<file path="config.mk">
export PLATFORM = sky130hd
export DESIGN_NAME = alu_exec
export DESIGN_NICKNAME = d
export VERILOG_FILES = /design/src/ooo_pkg.sv /design/src/alu_exec.sv
export SDC_FILE = /design/constraint.sdc
export NUM_CORES = 1
export LEC_CHECK = 0
export ABC_CLOCK_PERIOD_IN_PS = 800
export BUFFER_PORTS_ARGS = -buffer_cell sky130_fd_sc_hd__buf_2
export CORE_MARGIN = 2
export CORE_UTILIZATION = 30
export CTS_CLUSTER_DIAMETER = 150
export DETAILED_ROUTE_END_ITERATION = 12
export GPL_TIMING_DRIVEN = 0
export SLEW_MARGIN = 5
export SYNTH_ARGS = -nofsm -noshare
export SYNTH_HDL_FRONTEND = slang
export SYNTH_SLANG_ARGS = --single-unit
</file>
<file path="constraint.sdc">
create_clock -name clk -period 0.8 [get_ports clk]
set_input_delay 0.08 -clock clk [delete_from_list [all_inputs] [get_ports clk]]
set_output_delay 0.08 -clock clk [all_outputs]
set_load 0.005 [all_outputs]
</file>
<file path="src/ooo_pkg.sv">
package ooo_pkg;

    localparam int DATA_W    = 32;
    localparam int AREG_W    = 5;
    localparam int PREG_W    = 6;  // room for 64 physical regs
    localparam int ROB_IDX_W = 4;  // room for 16 ROB entries
    localparam int NUM_AREG  = 1 << AREG_W;

    typedef logic [DATA_W-1:0]    data_t;
    typedef logic [AREG_W-1:0]    areg_t;
    typedef logic [PREG_W-1:0]    preg_t;
    typedef logic [ROB_IDX_W-1:0] rob_idx_t;

    typedef enum logic [2:0] {
        ALU_ADD,
        ALU_SUB,
        ALU_AND,
        ALU_OR,
        ALU_XOR,
        ALU_SLL,
        ALU_SRL,
        ALU_SLT
    } alu_op_e;

    // decoded op from the outside
    typedef struct packed {
        alu_op_e op;
        areg_t   rd;
        areg_t   rs1;
        areg_t   rs2;
        data_t   imm;
        logic    use_imm;  // rs2 replaced by imm
    } uop_t;

    // source operand, waits on tag until rdy
    typedef struct packed {
        logic  rdy;
        preg_t tag;
        data_t val;
    } operand_t;

    typedef struct packed {
        alu_op_e  op;
        preg_t    dest;
        rob_idx_t rob;
        operand_t src_a;
        operand_t src_b;
    } rs_entry_t;

    typedef struct packed {
        alu_op_e  op;
        data_t    a;
        data_t    b;
        preg_t    dest;
        rob_idx_t rob;
    } issue_t;

    typedef struct packed {
        preg_t    dest;
        rob_idx_t rob;
        data_t    value;
    } wb_t;

    typedef struct packed {
        areg_t rd;
        preg_t new_tag;
        preg_t old_tag;  // released at commit
    } rob_alloc_t;

    typedef struct packed {
        areg_t rd;
        data_t value;
    } commit_t;

endpackage

</file>
<file path="src/alu_exec.sv">
`timescale 1ns/100ps

module alu_exec (
    input  logic            clk,
    input  logic            arst_n,
    input  logic            issue_valid,
    input  ooo_pkg::issue_t issue,
    output logic            wb_valid,
    output ooo_pkg::wb_t    wb
);
    import ooo_pkg::*;

    data_t      result;
    logic [4:0] shamt;
    logic       lt;

    assign shamt = issue.b[4:0];
    assign lt    = $signed(issue.a) < $signed(issue.b);

    always_comb begin
        case (issue.op)
            ALU_ADD: result = issue.a + issue.b;
            ALU_SUB: result = issue.a - issue.b;
            ALU_AND: result = issue.a & issue.b;
            ALU_OR:  result = issue.a | issue.b;
            ALU_XOR: result = issue.a ^ issue.b;
            ALU_SLL: result = issue.a << shamt;
            ALU_SRL: result = issue.a >> shamt;
            ALU_SLT: result = {{(DATA_W-1){1'b0}}, lt};
            default: result = '0;
        endcase
    end

    always_ff @(posedge clk or negedge arst_n) begin
        if (!arst_n) begin
            wb_valid <= 1'b0;
        end else begin
            wb_valid <= issue_valid;
        end
    end

    // broadcast payload
    always_ff @(posedge clk) begin
        if (issue_valid) begin
            wb.dest  <= issue.dest;
            wb.rob   <= issue.rob;
            wb.value <= result;
        end
    end

endmodule

</file>
== After elaboration in Yosys (flattened, before gate mapping) ==
Index checks and enable logic that the tools add are counted.
Word-level totals
  bits in latches: 0
  memories: 0
  register bits after elaboration: 43
  memory bits (writable): 0
  ROM bits: 0
Operators by class
  reductions and logical operators: 1
  shifts and indexed selects: 2
  add/subtract/negate cells: 2
  mux-type cells: 1
  divide/modulo/power cells: 0
  $lt $le $gt $ge: 1
  eq/ne operators: 7
  multipliers: 0
  bitwise logic cells: 3
Operators by type and width (count)
  $pmux W32 S8: 1
  $add A32 B32 Y32: 1
  $and A32 B32 Y32: 1
  $lt A32 B32 Y1: 1
  $or A32 B32 Y32: 1
  $shl A32 B5 Y32: 1
  $shr A32 B5 Y32: 1
  $sub A32 B32 Y32: 1
  $xor A32 B32 Y32: 1
  $eq A3 B3 Y1 const B: 4
  $eq A3 B2 Y1 const B: 2
  $eq A3 B1 Y1 const B: 1
  $logic_not A3 Y1: 1

== Depth between registers and ports, before layout ==
  word-level depth: 2
  depth in mapped cells: 16
  depth with buffers taken out: 12

== Worst setup path before layout ==
Ideal clock, no wire load.
  path kind: in2reg
  start point: in issue[12] (netlist bit)
  end point: reg wb[25] (netlist bit), data pin
  data arrival time: 3.319 ns
  data required time: 0.534 ns
  cell stages on the path: 15
  setup slack: -2.785 ns
  path buffers: 4
  setup time: 0.266 ns
  cell sequence: clkinv_1 -> buf_2 -> buf_1 -> clkbuf_1 -> ha_1 -> buf_4 -> inv_1 -> o21bai_1 -> a31o_2 -> a31o_2 -> a31o_2 -> o21a_1 -> a2111oi_0 -> o21a_1 -> nor2_1
Between the ends
  longest elaborated chain between the ends: 2
  elaborated cells between the ends (all ways): 5
  those cells by class: add/sub: 2; shift: 2; mux: 1
RTL lines
  start, declared: RTL line alu_exec.sv:7  | input ooo_pkg::issue_t issue,
  $sub A32 B32 Y32, or another cell as far along: RTL line alu_exec.sv:23  | ALU_SUB: result = issue.a - issue.b;
  $pmux W32 S8 *: RTL line alu_exec.sv:21  | case (issue.op)
  named net result[25]: RTL line alu_exec.sv:13  | data_t result;
  end, declared: RTL line alu_exec.sv:9  | output ooo_pkg::wb_t wb
Mark *: on every way through the listed nets, which the timed path passes. The rest lies on a longest branch.
A chain may end at the register's enable or synchronous reset.

== Worst setup path after layout ==
  start point: in issue[60] (netlist bit)
  end point: reg wb[31] (netlist bit), data pin
The elaborated chain is that of the path after synthesis.

==> flow_summary_export.csv <==
group,metric,value,unit
detailed_routing,dr.pass1.iters,5,
clocking,htreeDepth,2,
sta,fin_crit,2.965,ns
clocking,clock-sinks,43,
global_routing,grt_max_degree,44,
sta,tns,-60.45,ns
clocking,cts_root_buf,"clkbuf_16",
placed_design,pre_cts_ws,-3.077,ns
detailed_routing,drt-initial-drc-count,1574,
clocking,clk_pin_slew,0.06,ns
floorplan,die_y,183.4,um
synth,ys_seq_area_share,13.32,%
global_routing,overflow,0,
status,outcome,"complete, but fails checks",
synth,syn_avg_cell_area,7.761,um2
layout,syn_to_final_growth,35.60,%
worst_setup_path,cp-start-kind,"input pin",
worst_setup_path,crit_arrival,3.12,ns
sta,finalCritPeriodShare,370.6,%
synth,ys_seq_elements,43,
global_routing,grt_use_total,30.65,%
layout,ff_latch_area,1286,um2
worst_hold_path,hp-class,"in2async",
synth,syn_inst,1244,
layout,drive_gt1_share,34.55,%
detailed_routing,met1Wirelength,21380,um
placed_design,hpwl,40860,um
flow_run,maxCapViolCount,0,
sta,max_freq,337.3,MHz
worst_setup_path,path_max_fanout,10,
detailed_routing,wl_per_cell,28.47,um
power,power.leakage,5.419,nW
synth,yosysTopAreaCellShare,13.06,%
clocking,cts_made_buffers,5,
power,p_total,14.46,mW
detailed_routing,vias,11900,
floorplan,core_area,31640,um2
clocking,cts_tree,"done",
floorplan,die_area,33630,um2
synth,synth_top_family_by_area,"compound AO/OA/AOI/OAI gates",
placed_design,io_buffers,121,
power,intPower,7.701,mW
placed_design,dpl.cell_count,1767,
clocking,cts_max_path_buffers,2,
layout,fillers,3274,
sta,hold_viol,0,
floorplan,pin_count,123,
layout,layout_commonest_cell,"buf_2",
global_routing,grt_pass1_wl,76360,um
synth,synth-simple-area-share,15.22,%
detailed_routing,met3_length,5123,um
detailed_routing,wl,52640,um
power,seqPwrFrac,20.0,%
layout,multi_input_area,8549,um2
layout,fin_area,13090,um2
worst_setup_path,worst_ep_required_time,0.95,ns
synth,muxShareOfSynthArea,16.06,%
layout,fin_util,41.38,%
global_routing,antenna_found_initial,4,
worst_setup_path,critPathCaptureType,"flip-flop",
synth,synth_fp_nets,1423,
synth,synthXorXnorAreaFrac,0.4536,%
synth,synth_edf_count,42,
layout,layout.cells.non_filler,1849,
power,combPwrFrac,65.6,%
synth,synth-compound-area-share,33.16,%
sta,rsz0062_at_grt,"true",
detailed_routing,wl_met2,23350,um
sta,holdWs,0.07258,ns
status,failed_checks,"negative setup slack",
floorplan,rows,65,
synth,ys_types,84,
layout,nets,1625,
placed_design,routabilityCongestion,1.032,
sta,relSlewSlack,35.84,%
synth,ys_warn_count,0,
layout,final_cell_mix,"121 x buf_2, 119 x nor2_1, 91 x inv_1",
floorplan,initial_utilization,30.52,%
sta,tightest_slew,0.9542,ns
synth,synth-main-ff-cell,"edfxtp_1",
power,switching_share,46.73,%
global_routing,grt_pass1_vias,11480,
power,powerDensity,1104,nW/um2
layout,n_antenna_cell,0,
detailed_routing,drc_errors,0,
synth,synthArstFlopShare,2.326,%
synth,yosysTopAreaCell,"edfxtp_1",
detailed_routing,routed.top_layer,"met5",
synth,synth_area_leaders,"edfxtp_1 13%, ha_1 13%, mux4_2 8.9%, a21oi_1 5.8%, mux2i_1 5.6%",
detailed_routing,vias_per_cell,6.435,
synth,synth_adder_area_share,12.99,%
sta,setup_ws,-2.165,ns
synth,synth_area,9654,um2
power,clkPwrFrac,14.4,%
worst_setup_path,path_class,"in2reg",
placed_design,placed_area,11120,um2
detailed_routing,ant_nets,0,
power,vdd_drop_max,0.7494,mV
sta,setup_viol,75,
power,p_switching,6.755,mW
sta,drv_slew,0,
floorplan,die_w,183.4,um
[layer usage]
| layer | up-vias | GRT usage (%) |
|---|---|---|
| met5 | - | 0 |
| met3 | 162 | 5.600 |
| met1 | 5845 | 40.60 |
| met2 | 770 | 48.44 |
| met4 | 2 | 13.95 |
| li1 | 5120 | - |
[final timing paths]
kind,startpoint,to,slack (ns),cells after the start
min,arst_n,wb_valid,0.07,2
max,issue[60],wb[31],-2.17,13
min in group clk,issue_valid,wb_valid,0.21,1
max in group asynchronous,arst_n,wb_valid,0.64,2
[state kept, by name, summed over array words and instances (netlist names)]
name      flops
wb_valid      1
wb           42
[cells by family (layout without fill, tap and decap cells)]
kind of cell               after synthesis  count (layout)
AOI/OAI and AO/OA                      467             467
xor gates and xnor gates                 5               5
adders and majority gates               99              99
buffers and inverters                  206             409
DFF                                     43              43
muxes                                  104             104
and+or+nand+nor                        320             320
[synthesized netlist by cell type, drive strengths merged (14+ instances only)]
cell and number:
ha 97, nand2 75, nand3 20, a21o 19
inv 105, a22oi 36, clkbuf 56, mux4 39
a221o 14, a221oi 19, a31oi 21, edfxtp 42
mux2i 54, buf 43, o21a 14, nor2 129
o211ai 15, o21ai 75, a21oi 114, o22ai 44
nor3 30
[layout make-up]
type	count	share of cell area (%)
Sequential cell	43	9.825
Clock inverter	2	0.09557
Buffer	93	5.773
Clock buffer	6	0.9844
Inverter	107	3.402
Tap cell	402	3.842
Multi-Input combinational cell	995	65.31
Timing Repair Buffer	201	10.77
[worst max-delay path: stages]
cell and delay (ns):
buf_2 0.26, inv_2 0.14, ha_1 0.36, clkbuf_4 0.24
nand2b_1 0.13, a21oi_1 0.09, a2111o_1 0.37, a211oi_2 0.30
o31ai_4 0.15, a311o_1 0.38, a21oi_2 0.17, mux2_4 0.32
o22ai_4 0.11
[what timing repair did]
item / CTS / global route
hold buffers: 11 / 0
gates cloned: 1 / 0
hold endpoints to repair: 11 / 0
resized for setup: 215 / 84
setup endpoints to repair: 117 / 75
pin swaps: 70 / 55
buffers inserted: 54 / 15
[power groups by stage]
stage          Sequential (mW)  Combinational, mW  Clock (mW)
3_5_place_dp              2.94               7.61           0
5_1_grt                   2.91               9.96        2.25
2_1_floorplan             2.99               4.71           0
4_1_cts                   2.89               8.73        2.18
3_3_place_gp              2.93               7.63           0
6_report                  2.89               9.48        2.09
Power figures use the tool's default switching activity.
