`config.mk`:
```
export PLATFORM = sky130hd
export DESIGN_NAME = reorder_buffer
export DESIGN_NICKNAME = d
export VERILOG_FILES = /design/src/ooo_pkg.sv /design/src/reorder_buffer.sv
export SDC_FILE = /design/constraint.sdc
export NUM_CORES = 1
export LEC_CHECK = 0
export ABC_CLOCK_PERIOD_IN_PS = 9600
export BUFFER_PORTS_ARGS = -buffer_cell sky130_fd_sc_hd__clkbuf_2
export CAP_MARGIN = 20
export CORE_MARGIN = 3
export CORE_UTILIZATION = 60
export CTS_CLUSTER_DIAMETER = 150
export DETAILED_ROUTE_END_ITERATION = 10
export GPL_TIMING_DRIVEN = 0
export PLACE_DENSITY_LB_ADDON = 0.15
export SLEW_MARGIN = 10
export SYNTH_ARGS = -nofsm -noshare
export SYNTH_HDL_FRONTEND = slang
export SYNTH_SLANG_ARGS = --single-unit
```
`constraint.sdc`:
```
create_clock -name clk -period 9.6 [get_ports clk]
set_input_delay 2.4 -clock clk [delete_from_list [all_inputs] [get_ports clk]]
set_output_delay 2.4 -clock clk [all_outputs]
set_load 0.05 [all_outputs]
```
`src/ooo_pkg.sv`:
```
package ooo_pkg;

    localparam int DATA_W    = 32;
    localparam int AREG_W    = 5;
    localparam int PREG_W    = 6;  // room for 64 physical regs
    localparam int ROB_IDX_W = 4;  // room for 16 ROB entries
    localparam int NUM_AREG  = 1 << AREG_W;

    typedef logic [DATA_W-1:0]    data_t;
    typedef logic [AREG_W-1:0]    areg_t;
    typedef logic [PREG_W-1:0]    preg_t;
    typedef logic [ROB_IDX_W-1:0] rob_idx_t;

    typedef enum logic [2:0] {
        ALU_ADD,
        ALU_SUB,
        ALU_AND,
        ALU_OR,
        ALU_XOR,
        ALU_SLL,
        ALU_SRL,
        ALU_SLT
    } alu_op_e;

    // decoded op from the outside
    typedef struct packed {
        alu_op_e op;
        areg_t   rd;
        areg_t   rs1;
        areg_t   rs2;
        data_t   imm;
        logic    use_imm;  // rs2 replaced by imm
    } uop_t;

    // source operand, waits on tag until rdy
    typedef struct packed {
        logic  rdy;
        preg_t tag;
        data_t val;
    } operand_t;

    typedef struct packed {
        alu_op_e  op;
        preg_t    dest;
        rob_idx_t rob;
        operand_t src_a;
        operand_t src_b;
    } rs_entry_t;

    typedef struct packed {
        alu_op_e  op;
        data_t    a;
        data_t    b;
        preg_t    dest;
        rob_idx_t rob;
    } issue_t;

    typedef struct packed {
        preg_t    dest;
        rob_idx_t rob;
        data_t    value;
    } wb_t;

    typedef struct packed {
        areg_t rd;
        preg_t new_tag;
        preg_t old_tag;  // released at commit
    } rob_alloc_t;

    typedef struct packed {
        areg_t rd;
        data_t value;
    } commit_t;

endpackage

```
`src/reorder_buffer.sv`:
```
`timescale 1ns/100ps

module reorder_buffer #(
    parameter int ROB_DEPTH = 16
) (
    input  logic                clk,
    input  logic                arst_n,
    input  logic                rob_alloc,
    input  ooo_pkg::rob_alloc_t alloc,
    input  logic                wb_valid,
    input  ooo_pkg::wb_t        wb,
    output logic                rob_full,
    output ooo_pkg::rob_idx_t   rob_tail,
    output logic                free_valid,
    output ooo_pkg::preg_t      free_tag,
    output logic                commit_valid,
    output ooo_pkg::commit_t    commit
);
    import ooo_pkg::*;

    localparam int CNT_W = ROB_IDX_W + 1;

    areg_t          rd_q [ROB_DEPTH];
    preg_t          old_q [ROB_DEPTH];
    data_t          val_q [ROB_DEPTH];
    logic [ROB_DEPTH-1:0] done_q;
    rob_idx_t       head;
    rob_idx_t       tail;
    logic [CNT_W-1:0] cnt;

    function automatic rob_idx_t next_idx(rob_idx_t p);
        return (p == rob_idx_t'(ROB_DEPTH - 1)) ? '0 : p + 1'b1;
    endfunction

    assign rob_full = cnt == CNT_W'(ROB_DEPTH);
    assign rob_tail = tail;

    // head retires once done
    assign commit_valid = (cnt != '0) && done_q[head];
    assign commit.rd    = rd_q[head];
    assign commit.value = val_q[head];
    assign free_valid   = commit_valid && (rd_q[head] != '0);
    assign free_tag     = old_q[head];

    always_ff @(posedge clk) begin
        if (rob_alloc) begin
            rd_q[tail]  <= alloc.rd;
            old_q[tail] <= alloc.old_tag;
            val_q[tail] <= '0;  // x0 result
        end
        if (wb_valid) begin
            val_q[wb.rob] <= wb.value;
        end
    end

    always_ff @(posedge clk or negedge arst_n) begin
        if (!arst_n) begin
            head   <= '0;
            tail   <= '0;
            cnt    <= '0;
            done_q <= '0;
        end else begin
            if (rob_alloc) begin
                done_q[tail] <= (alloc.rd == '0);  // nothing to wait for
                tail         <= next_idx(tail);
            end
            if (wb_valid) begin
                done_q[wb.rob] <= 1'b1;
            end
            if (commit_valid) begin
                done_q[head] <= 1'b0;
                head         <= next_idx(head);
            end
            cnt <= cnt + CNT_W'(rob_alloc) - CNT_W'(commit_valid);
        end
    end

endmodule

```
* Word level (Yosys, flattened, before mapping)
Memories as Yosys holds them, arrays and structs flattened.
Cells that the tools add are included.
** Cells by class
- $add $sub $neg :: 4
- Order comparisons :: 6
- Equal/unequal tests :: 3
- Muxes and demuxes :: 18
- Bitwise operators :: 3
- Reduce and logical (&&, ||, !) cells :: 8
** Operators by type and width (count)
- 16-bit two-way mux :: 3
- 16-bit bitwise AND :: 1
- 16-bit bitwise mux :: 1
- 16-bit NOT :: 1
- 16-bit bitwise OR :: 1
- 4-bit by 5-bit < comparator with 1-bit output (second input constant) :: 3
- 1-bit demux with 4-bit select :: 3
- 4-bit by 1-bit >= comparator with 1-bit output (second input constant) :: 3
- 5-bit nonzero test :: 2
- 4-bit by 1-bit adder with 4-bit output (second input constant) :: 2
- 4-bit == test (second input constant) :: 2
- 1-bit two-way mux :: 8
- 4-bit two-way mux :: 2
- 5-bit by 1-bit adder with 5-bit output :: 1
- 5-bit == test (second input constant) :: 1
- 1-bit logical AND :: 5
- 5-bit zero test :: 1
- 5-bit by 1-bit subtractor with 5-bit output :: 1
- 1-bit binary-select mux with 4-bit select :: 1
** Word-level totals
- Register bits :: 29
- RAM bits :: 688
- Bits of input ports :: 63
- Output and inout port bits :: 50
- Memories kept :: 3
** Memory list
- val_q :: words 16, width 32, rd ports 1, clocked after memory_dff 0, write ports 2, RTL line reorder_buffer.sv:25 : data_t val_q [ROB_DEPTH];
- old_q :: words 16, width 6, rd ports 1, clocked after memory_dff 0, write ports 1, RTL line reorder_buffer.sv:24 : preg_t old_q [ROB_DEPTH];
- rd_q :: words 16, width 5, rd ports 1, clocked after memory_dff 0, write ports 1, RTL line reorder_buffer.sv:23 : areg_t rd_q [ROB_DEPTH];

* Depth between registers and ports, before layout
- Depth after elaboration :: 10
- Mapped depth :: 13
- Mapped depth without buffers :: 12

* Least setup slack after synthesis
Ideal clock, no wire load.
- Path kind :: in2reg
- Start point :: in wb[34] (netlist name)
- End point :: mem val_q[13][0] (netlist name) (enable)
- Setup time :: 0.466 ns
- Data arrival time :: 5.400 ns
- Setup slack :: 3.735 ns
- Stages on the path :: 4
- Path buffers :: 1
- Path through :: clkbuf_1 -> inv_1 -> or2_2 -> o21ai_0
** RTL lines
- from (decl) :: RTL line reorder_buffer.sv:11 : input ooo_pkg::wb_t wb,
- to (decl) :: RTL line reorder_buffer.sv:25

==> results.md <==
- Largest family of logic cells by synthesized area: multiplexers
- Initial antenna violation count: 5
- Placed cell count: 2602
- Worst Setup SP: head[1]
- Via count: 17434
- Core footprint: 0.0515 mm²
- Fin crit share: 68.5%
- Cells after Synth: roughly 1800
- Setup TNS: 0 ns
- Clock Pin Slew Worst Setup and Hold Paths: approximately 0.060 ns
- Clock sink count: 717
- Worst VDD drop: 0.179 mV
- Final setup viols: 0
- Largest net degree at the start of global routing: 33
- Post-Route WL: 78900 µm
- Tmin final: approximately 6.6 ns
- DIE WIDTH: 235 µm
- I/O Buffers: 98
- Leading area contributor after synthesis: edfxtp_1
- # hold bufs at CTS: 0
- Routed Antenna Nets: 0
- CTS tree: done
- CTS-repair resized insts: 0
- Grt ovf: 0
- Layout Cells excl Fill: 2741
- Worst Hold Class: flip-flop to flip-flop
- Total CTS buffers: 74
- Number of global-route vias before repair: 18334
- Mean post-synth cell area: 17.4 µm²
- Number of H-tree levels: 3
- Ports: 113
- Most frequent cells in the layout: edfxtp_1, and2_1, mux4_2
- # rows: 83
- Hold Crit Start: done_q[7]
- Most common cell after layout, fill and taps aside: edfxtp_1
- Worst-Margin Slew: 1.10 ns
- Clock Skew: 0.0212 ns
- Netlist Area Pre-Place: 0.0314 mm²
- Delay of the slowest critical-path stage: just under 0.8 ns
- Top cell type's share of synthesized area: 65.9%
- Startpoint types: flip-flop
- Simple-Gate Fraction of Synth Area: 11.9%
- Crit Path Class: flip-flop to output pin
- R2R Path Start: head[0]
- Post-synth EDFFs: between 600 and 700
- Status: complete, no violations
- Syn_nets: 1880
- Slew headroom: 26.4%
- Pins Over Slew Limit: 0
- WL per Instance: 28.8 µm
- Top post-synthesis cells by area: edfxtp_1, mux4_2, and2_1
- DR vias/cell: 6.36
- Gr usage total: 29.1%
- Die Span Y: 235 µm
- Post-synth ARST share: roughly 4%
- Synth Area in Adders: 0.623%
- Starting density of the core: about three fifths
- Post-synthesis sequential area ratio: 68.2%
- Unique masters post-synth: 41
- Clock Path Buffers: 3
- Xor and xnor area share after synthesis: less than 1%
- Post-DP HPWL: just over 50000 µm
- Setup crit end kind: output pin
- Critical Path, Cell by Cell: clkbuf_1, buf_2, clkbuf_1, clkbuf_1, mux4_2, mux4_2, clkbuf_2
- Final hold violations: 0
- Leakage: 12.4 nW
- First-pass GRT wire length: 117000 µm
- DRC: 0
- Gp weighted congestion: 0.904
- CP arrival: 4.17 ns
- Violation count after the first detailed-route iteration: 1776
- CP max FO: 10
- Crit-path most repeated cell: clkbuf_1
- Synthesized flop and latch total: 717
- CP Data Required Time: about 7.2 ns
- TritonRoute pass-1 iters: 7
- Slowest stage cell on the critical path: clkbuf_1
- Pwr dens: 287 mW/mm²
- Main synth FF type: edfxtp_1
- Max_cap viols: 0
- Finished Core Util: 68.9%
- Fmax: around 150 MHz
- Syn-to-layout area delta: 13.2%
- Clock latency on the worst-skew pair: 0.61 ns
- Post-synthesis mux area share: 15.8%
- RSZ-0062 raised after global routing: no
- Final #Nets: 2082
- Yosys warning total: 0
- Share of layout cells above drive strength 1: 22.6%
- Die Area: ~0.055 mm²
- CTS root buffer: clkbuf_16
- Post CTS Setup Buffer Count: 0
- Compound-Gate Fraction of Synth Area: 1.15%
## where the power goes
| group | switching [W] | internal [W] | leakage (nW) | total [W] |
|---|---|---|---|---|
| registers | 0.0000878 | 0.00373 | 6.74 | 0.00382 |
| logic | 0.00228 | 0.00133 | 4.56 | 0.00361 |
| clock network | 0.00116 | 0.00159 | 1.13 | 0.00274 |
| total | 0.00353 | 0.00664 | 12.4 | 0.0102 |
## critical path: cells and delay by family (launching register included)
kind     cells  cell delay (ns)
buf+inv      5             2.22
flops        1             0.37
mux          2             0.97
## registers in the layout, indices dropped and copies added, names as in the netlist
signal,cells
cnt,5
rd_q,80
head,4
rob_tail,4
old_q,96
val_q,512
done_q,16
## area by class of cell
class                      instances  area [µm²]
sequential                       717       21400
fill                            3453       16000
multi-input combinational        912        9340
clock buffer                     104        2120
timing repair buffer             126         915
tap                              680         851
buffer                           147         602
clock inverter                    27         171
inverter                          26        97.6
antenna                            2        5.00
## metrics by stage
stage | hold WS, ns | setup slack [ns] | cell area [µm²] | total power [W]
finish | 0.586 | 3.03 | 35500 | 0.0102
CTS | 0.584 | 3.04 | 35400 | 0.0102
global placement | 0.554 | 0.938 | 32700 | 0.00739
detailed placement | 0.580 | 3.71 | 33100 | 0.00748
floorplan | 0.529 | 3.73 | 31400 | 0.00643
global route | 0.613 | 2.98 | 35500 | 0.0105
## final timing paths
kind / end / slack [ns] / depth (start not counted)
setup / recovery: commit[0] / 3.03 / 7
hold / removal: done_q[7] / 0.59 / 2
setup reg to reg: cnt[4] / 5.91 / 13
hold reg to reg: done_q[7] / 0.59 / 2
max in group asynchronous: done_q[13] / 7.23 / 1
min in group asynchronous: cnt[1] / 1.86 / 1
## logic make-up (layout without fill, tap and decap cells)
logic type | after synthesis | after routing
compound gates | 52 | 52
xor+xnor | 6 | 6
fa+ha+maj | 15 | 15
buf+inv | 173 | 430
flops | 717 | 717
mux | 221 | 221
other cells | 0 | 2
simple gates | 618 | 618
## metal layers
| metal | vias up | global-route usage, % | part of all wire, % |
|---|---|---|---|
| met5 | - | 0 | 0.016 |
| met4 | 2 | 12.5 | 4.2 |
| met3 | 197 | 5.85 | 9.3 |
| met2 | 926 | 47.4 | 49 |
| met1 | 9007 | 38.9 | 37 |
| li1 | 7302 | - | - |
## synthesized netlist by cell type (all sizes together) (4+ instances only)
cell type  instances
clkbuf           122
xnor2              4
a211oi             9
a31oi              9
buf               25
a32oi              7
nor2              14
mux2i              6
nor3              14
o21ai              7
mux4             215
dfrtp             29
nand2             37
a22oi             10
ha                14
inv               26
nand3             10
and2             482
nor2b              4
nand2b             8
a21oi              5
and3              38
edfxtp           688
No activity file was read; power rests on OpenSTA's default activity.
