==> config.mk <==
export PLATFORM = sky130hd
export DESIGN_NAME = alu_rs
export DESIGN_NICKNAME = d
export VERILOG_FILES = /design/src/ooo_pkg.sv /design/src/alu_rs.sv
export SDC_FILE = /design/constraint.sdc
export NUM_CORES = 2
export LEC_CHECK = 0
export ABC_CLOCK_PERIOD_IN_PS = 4700
export BUFFER_PORTS_ARGS = -buffer_cell sky130_fd_sc_hd__buf_2
export CORE_MARGIN = 5
export CORE_UTILIZATION = 40
export CTS_CLUSTER_DIAMETER = 40
export DETAILED_ROUTE_END_ITERATION = 7
export PLACE_DENSITY = 0.57
export SETUP_SLACK_MARGIN = 0.02
export SYNTH_ARGS = -nofsm -noshare
export SYNTH_HDL_FRONTEND = slang
export SYNTH_SLANG_ARGS = --single-unit
==> constraint.sdc <==
create_clock -name clk -period 4.7 [get_ports clk]
set_input_delay 0.47 -clock clk [delete_from_list [all_inputs] [get_ports clk]]
set_output_delay 0.47 -clock clk [all_outputs]
set_load 0.02 [all_outputs]
==> src/ooo_pkg.sv <==
package ooo_pkg;

    localparam int DATA_W    = 32;
    localparam int AREG_W    = 5;
    localparam int PREG_W    = 6;  // room for 64 physical regs
    localparam int ROB_IDX_W = 4;  // room for 16 ROB entries
    localparam int NUM_AREG  = 1 << AREG_W;

    typedef logic [DATA_W-1:0]    data_t;
    typedef logic [AREG_W-1:0]    areg_t;
    typedef logic [PREG_W-1:0]    preg_t;
    typedef logic [ROB_IDX_W-1:0] rob_idx_t;

    typedef enum logic [2:0] {
        ALU_ADD,
        ALU_SUB,
        ALU_AND,
        ALU_OR,
        ALU_XOR,
        ALU_SLL,
        ALU_SRL,
        ALU_SLT
    } alu_op_e;

    // decoded op from the outside
    typedef struct packed {
        alu_op_e op;
        areg_t   rd;
        areg_t   rs1;
        areg_t   rs2;
        data_t   imm;
        logic    use_imm;  // rs2 replaced by imm
    } uop_t;

    // source operand, waits on tag until rdy
    typedef struct packed {
        logic  rdy;
        preg_t tag;
        data_t val;
    } operand_t;

    typedef struct packed {
        alu_op_e  op;
        preg_t    dest;
        rob_idx_t rob;
        operand_t src_a;
        operand_t src_b;
    } rs_entry_t;

    typedef struct packed {
        alu_op_e  op;
        data_t    a;
        data_t    b;
        preg_t    dest;
        rob_idx_t rob;
    } issue_t;

    typedef struct packed {
        preg_t    dest;
        rob_idx_t rob;
        data_t    value;
    } wb_t;

    typedef struct packed {
        areg_t rd;
        preg_t new_tag;
        preg_t old_tag;  // released at commit
    } rob_alloc_t;

    typedef struct packed {
        areg_t rd;
        data_t value;
    } commit_t;

endpackage

==> src/alu_rs.sv <==
`timescale 1ns/100ps

module alu_rs #(
    parameter int RS_DEPTH = 8
) (
    input  logic               clk,
    input  logic               arst_n,
    input  logic               rs_write,
    input  ooo_pkg::rs_entry_t rs_entry,
    input  logic               wb_valid,
    input  ooo_pkg::wb_t       wb,
    output logic               rs_full,
    output logic               issue_valid,
    output ooo_pkg::issue_t    issue
);
    import ooo_pkg::*;

    localparam int IDX_W = $clog2(RS_DEPTH);
    localparam int CNT_W = $clog2(RS_DEPTH + 1);

    // entries kept in age order, oldest at index 0
    rs_entry_t        ent [RS_DEPTH];
    rs_entry_t        woke [RS_DEPTH];
    rs_entry_t        ent_nxt [RS_DEPTH];
    logic [CNT_W-1:0] cnt;
    logic [CNT_W-1:0] wr_idx;
    logic [IDX_W-1:0] sel;
    logic             found;

    function automatic operand_t wake(operand_t o, logic bc_valid, wb_t bc);
        operand_t res;
        res = o;
        if (bc_valid && !o.rdy && o.tag == bc.dest) begin
            res.rdy = 1'b1;
            res.val = bc.value;
        end
        return res;
    endfunction

    assign rs_full = cnt == CNT_W'(RS_DEPTH);

    always_comb begin
        for (int i = 0; i < RS_DEPTH; i++) begin
            woke[i]       = ent[i];
            woke[i].src_a = wake(ent[i].src_a, wb_valid, wb);
            woke[i].src_b = wake(ent[i].src_b, wb_valid, wb);
        end
    end

    // oldest ready entry wins
    always_comb begin
        sel   = '0;
        found = 1'b0;
        for (int i = RS_DEPTH - 1; i >= 0; i--) begin
            if (i < int'(cnt) && ent[i].src_a.rdy && ent[i].src_b.rdy) begin
                sel   = IDX_W'(i);
                found = 1'b1;
            end
        end
    end

    assign issue_valid = found;
    assign issue.op    = ent[sel].op;
    assign issue.a     = ent[sel].src_a.val;
    assign issue.b     = ent[sel].src_b.val;
    assign issue.dest  = ent[sel].dest;
    assign issue.rob   = ent[sel].rob;

    assign wr_idx = cnt - CNT_W'(found);

    // collapse over the issued slot, append new entry at the end
    always_comb begin
        ent_nxt = woke;
        for (int i = 0; i < RS_DEPTH - 1; i++) begin
            if (found && i >= int'(sel)) begin
                ent_nxt[i] = woke[i + 1];
            end
        end
        if (rs_write) begin
            ent_nxt[IDX_W'(wr_idx)] = rs_entry;
        end
    end

    always_ff @(posedge clk) begin
        ent <= ent_nxt;
    end

    always_ff @(posedge clk or negedge arst_n) begin
        if (!arst_n) begin
            cnt <= '0;
        end else begin
            cnt <= cnt + CNT_W'(rs_write) - CNT_W'(found);
        end
    end

endmodule

# Yosys cells after proc, flatten, opt, wreduce, memory -nomap -nowiden
# Index checks and enable logic that the tools add are counted.
totals:
  output_inout_bits: 79
  regBits: 732
  inputBits: 137
op_classes:
  n_reduce_logical: 72
  n_lt_le_gt_ge: 18
  muxes: 62
  eq_ne: 17
  add_sub_neg: 3
  bitwise_logic: 2
op_table:
  columns: ["op", "n"]
  rows:
  - ["91-bit 2-to-1 mux", 10]
  - ["728-bit bitwise mux", 1]
  - ["728-bit 2-to-1 mux", 1]
  - ["32-bit 2-to-1 mux", 16]
  - ["91-bit binary-select mux with 3-bit select", 1]
  - ["91-bit demux with 3-bit select", 1]
  - ["6-bit equality test", 16]
  - ["1-bit logical AND", 56]
  - ["1-bit 2-to-1 mux", 24]
  - ["3-bit 2-to-1 mux", 8]
  - ["1-bit logical NOT", 16]
  - ["3-bit by 4-bit less-than comparator with 1-bit output, first input constant", 4]
  - ["3-bit greater-or-equal comparator, first input constant", 3]
  - ["4-bit greater-or-equal comparator, second input constant", 2]
  - ["1-bit by 4-bit less-than comparator with 1-bit output, first input constant", 2]
  - ["2-bit by 4-bit less-than comparator with 1-bit output, first input constant", 2]
  - ["3-bit inverter with 4-bit output", 2]
  - ["1-bit by 3-bit greater-or-equal comparator with 1-bit output, first input constant", 2]
  - ["2-bit by 3-bit greater-or-equal comparator with 1-bit output, first input constant", 2]
  - ["4-bit by 1-bit adder with 4-bit output", 1]
  - ["4-bit equality test, second input constant", 1]
  - ["4-bit by 1-bit less-than comparator with 1-bit output, second input constant", 1]
  - ["4-bit by 1-bit subtractor with 4-bit output", 1]
  - ["3-bit by 1-bit subtractor with 3-bit output", 1]

# Logic depth before layout (Yosys ltp)
depth:
  ltp_word: 19
  ltp_mapped: 18
  ltp_nobuf: 14

# Least setup slack after synthesis
# No wires, ideal clock.
synth_timing:
  path_type: "register to register"
  startpoint: "register cnt[2]"
  endpoint: "register (tool-made name)"
  setup_time_ns: 0.379
  synth_period_minus_slack_ns: 4.643
  arrival_time_ns: 4.264
  stages_incl_launch_ff: 17
  path_slack_ns: 0.057
  path_cell_list: "dfrtp_1 -> inv_1 -> ha_1 -> nor3b_2 -> o22ai_1 -> nor4_1 -> clkbuf_1 -> inv_2 -> clkbuf_1 -> ha_1 -> ha_1 -> xnor2_1 -> or3_1 -> clkbuf_1 -> clkbuf_1 -> buf_1 -> inv_1"
synth_rtl:
  columns: ["element", "line_no", "source"]
  rows:
  - ["start: declaration", "alu_rs.sv:25", "logic [CNT_W-1:0] cnt;"]
  - ["start signal: assignment", "alu_rs.sv:92", "cnt <= cnt + CNT_W'(rs_write) - CNT_W'(found);"]

==> flow_metrics.tcl <==
set metrics [dict create \
    max_freq_mhz 220.5 \
    drc 0 \
    design.core.area_sq_mm 0.1020 \
    r2r_setup_slack_ns 0.61 \
    dieArea_sq_mm 0.1095 \
    clockBufferDepth 3 \
    postRouteWirelength_mm 160.0 \
    grt_pass1_vias 36510 \
    hold_viol 0 \
    min_period_ns 4.536 \
    synth_compound_area_share_pct 23.11 \
    setup_tns_ns 0 \
    path_class "flip-flop to output port" \
    grt_pass1_wl_mm 232.7 \
    maxSlewHeadroom_pct 13.48 \
    grtUsageTotal_pct 27.56 \
    synth_area_sq_mm 0.04121 \
    dpl-instance-area_sq_mm 0.04347 \
    drv_cap 0 \
    worstHoldStart "rs_entry[82]" \
    layout_commonest_cell "dfxtp_1" \
    ys_types 61 \
    dr.pass1.iters 5 \
    portBuffers 211 \
    start_util_pct 40.39 \
    ant_nets 0 \
    place_hpwl_mm 89.40 \
    yosysWarnings 0 \
    netlist.area_leader.share_pct 34.15 \
    layout.area.seq_sq_mm 0.01492 \
    cp.arrival_ns 4.07 \
    cp_max_fo 28 \
    syn_to_final_growth_pct 18.67 \
    r2r-start "cnt[2]" \
    syn_nets 5104 \
    cp-start-kind "flip-flop" \
    cts_root_buf "clkbuf_16" \
    hp-class "input pin to flip-flop" \
    yosys.area_share.simple_pct 16.44 \
    status "completed" \
    synth_top_family_by_area "compound AO/OA/AOI/OAI gates" \
    rr_worst_depth 14 \
    finClkSkew_ns 0.03065 \
    wire_per_inst_microns 24.99 \
    cts_tree "done" \
    async_reset_ff_share_pct 0.5464 \
    finalCritPeriodShare_pct 96.50 \
    grt-ovfl-total 0 \
    cp-end-kind "output port" \
    synth_area_leaders "dfxtp_1, mux2i_1, nand2_1, mux2_2, nor2b_1" \
    synth.largest_area_cell "dfxtp_1" \
    ys_seq_area_share_pct 36.21 \
    rows 117 \
    synth_top_flop_cell "dfxtp_1" \
    avgSynthCellArea_sq_um 8.314 \
    layout.cells.most_common_list "dfxtp_1, nand2_1, mux2i_1" \
    synth-adder-area-share_pct 0.3218 \
    fin_area_sq_mm 0.04890 \
    cts.sinks 732 \
    setup_violations 0 \
    top_level_ports 216 \
    worst_pin_slew_ns 1.298 \
    grt_antenna_before_repair 25 \
    drt_first_iter_violations 3857 \
    die_w_microns 331.0 \
    fp.dieH_microns 331.0 \
    layout-drive-gt1-share_pct 17.27 \
    vias_per_cell 6.076 \
    hold_depth 1 \
    synth_mux_area_share_pct 16.15 \
    nNetsFinal 5053 \
    gp_congestion 0.8110 \
    synth-xor-area-share_pct 2.125 \
    clkTransAtPathRegs_ns 0.05 \
    num_vias 38890 \
    fillers 9702 \
    multi_input_area_sq_mm 0.02427 \
    synth_edf_count 25 \
    maxSlewViolCount 0 \
    required_ns 4.23 \
    synth_cells 4957 \
    rsz0062_at_grt "no" \
    clk_latency_ns 0.74 \
    grt_max_degree 127 \
    ys_ff_latch 732 \
    reg2reg_to "ent[191]" \
    cts_buffers 136 \
    htree_levels 4 \
]
metrics by stage:
step / hold WS [ns] / cells / util (%) / setup slack [ns]
2_1_floorplan: 0.1744 / 4957 / - / 0.05681
6_report: 0.04661 / 6400 / 47.93 / 0.1643
5_1_grt: 0.03495 / 6395 / 47.92 / 0.02087
4_1_cts: 0.003123 / 6375 / 47.68 / 0.02342
3_5_place_dp: 0.2856 / 6111 / 42.60 / 0.5394
3_3_place_gp: 0.2817 / 6111 / 42.60 / 0.5487
worst max-delay path by stage:
stage               startpoint   endpoint  slack [ns]  cells after the start
finish                  cnt[2]   issue[5]        0.16                     11
global route            cnt[2]  issue[21]        0.02                     12
CTS                     cnt[2]  issue[50]        0.02                     10
detailed placement      cnt[2]  issue[25]        0.54                     10
global placement        cnt[2]  issue[20]        0.55                     12
floorplan               cnt[2]  flip-flop        0.06                     16
cell families (layout without fill, tap and decap cells):
logic type                 count (synthesis)  in the layout
muxes                                    641            641
xor gates and xnor gates                 100            100
DFF                                      732            732
adders and majority gates                 10             10
and+or+nand+nor                         1475           1475
other                                      0             11
AOI/OAI and AO/OA                       1423           1423
buffers and inverters                    576            640
cell usage after synthesis (all sizes together) (4+ instances only):
library cell	count
mux2i	449
a21o	4
inv	12
or2	7
o221a	25
xor2	51
o31ai	155
xnor2	49
a31oi	129
nor2b	313
nor2	354
nand3b	9
nor4	82
a22o	128
ha	9
edfxtp	25
mux2	192
buf	207
dfrtp	4
a211oi	155
o21ai	306
nand2b	11
nand3	8
nand4	12
nor3b	11
a21oi	217
o22ai	131
nor3	40
clkbuf	357
dfxtp	703
nand2	620
a2111oi	154
critical path, cell delays in order, from the launching register on:
cell	delay [ns]
dfrtp_1	0.43
inv_1	0.11
ha_2	0.25
a21boi_1	0.15
nor2_1	0.44
a311oi_1	0.12
buf_4	0.19
o221ai_4	0.20
buf_4	0.53
a211oi_1	0.11
nor4_1	0.53
buf_2	0.27
cell type report:
class                           count  area share (%)
Timing Repair Buffer              375           5.936
Inverter                           12         0.09722
Multi-Input combinational cell   3649           49.62
Clock buffer                      169           7.737
Clock inverter                     84           2.533
Tap cell                         1368           3.500
Sequential cell                   732           30.52
Antenna cell                       11         0.05629
repair_timing:
action,CTS,global route
buffers inserted,5,9
setup endpoints to repair,64,73
pin swaps,7,1
hold endpoints to repair,10,0
cloned,0,5
hold buffers,6,0
gates resized for setup,8,15
flip-flops by register name, indices dropped and copies added (netlist names), named ones only:
register / flops
cnt: 4
ent: 703
layer usage:
layer	track usage, %	wire (microns)	share of wire [%]
met5	0	78	0.049
met4	10.14	5686	3.6
met3	4.924	13130	8.2
met2	44.36	72130	45
met1	37.20	68940	43
Power is left out: the tool's default activity adds up to more than one toggle a clock period on the data nets, which glitch-free logic cannot reach.
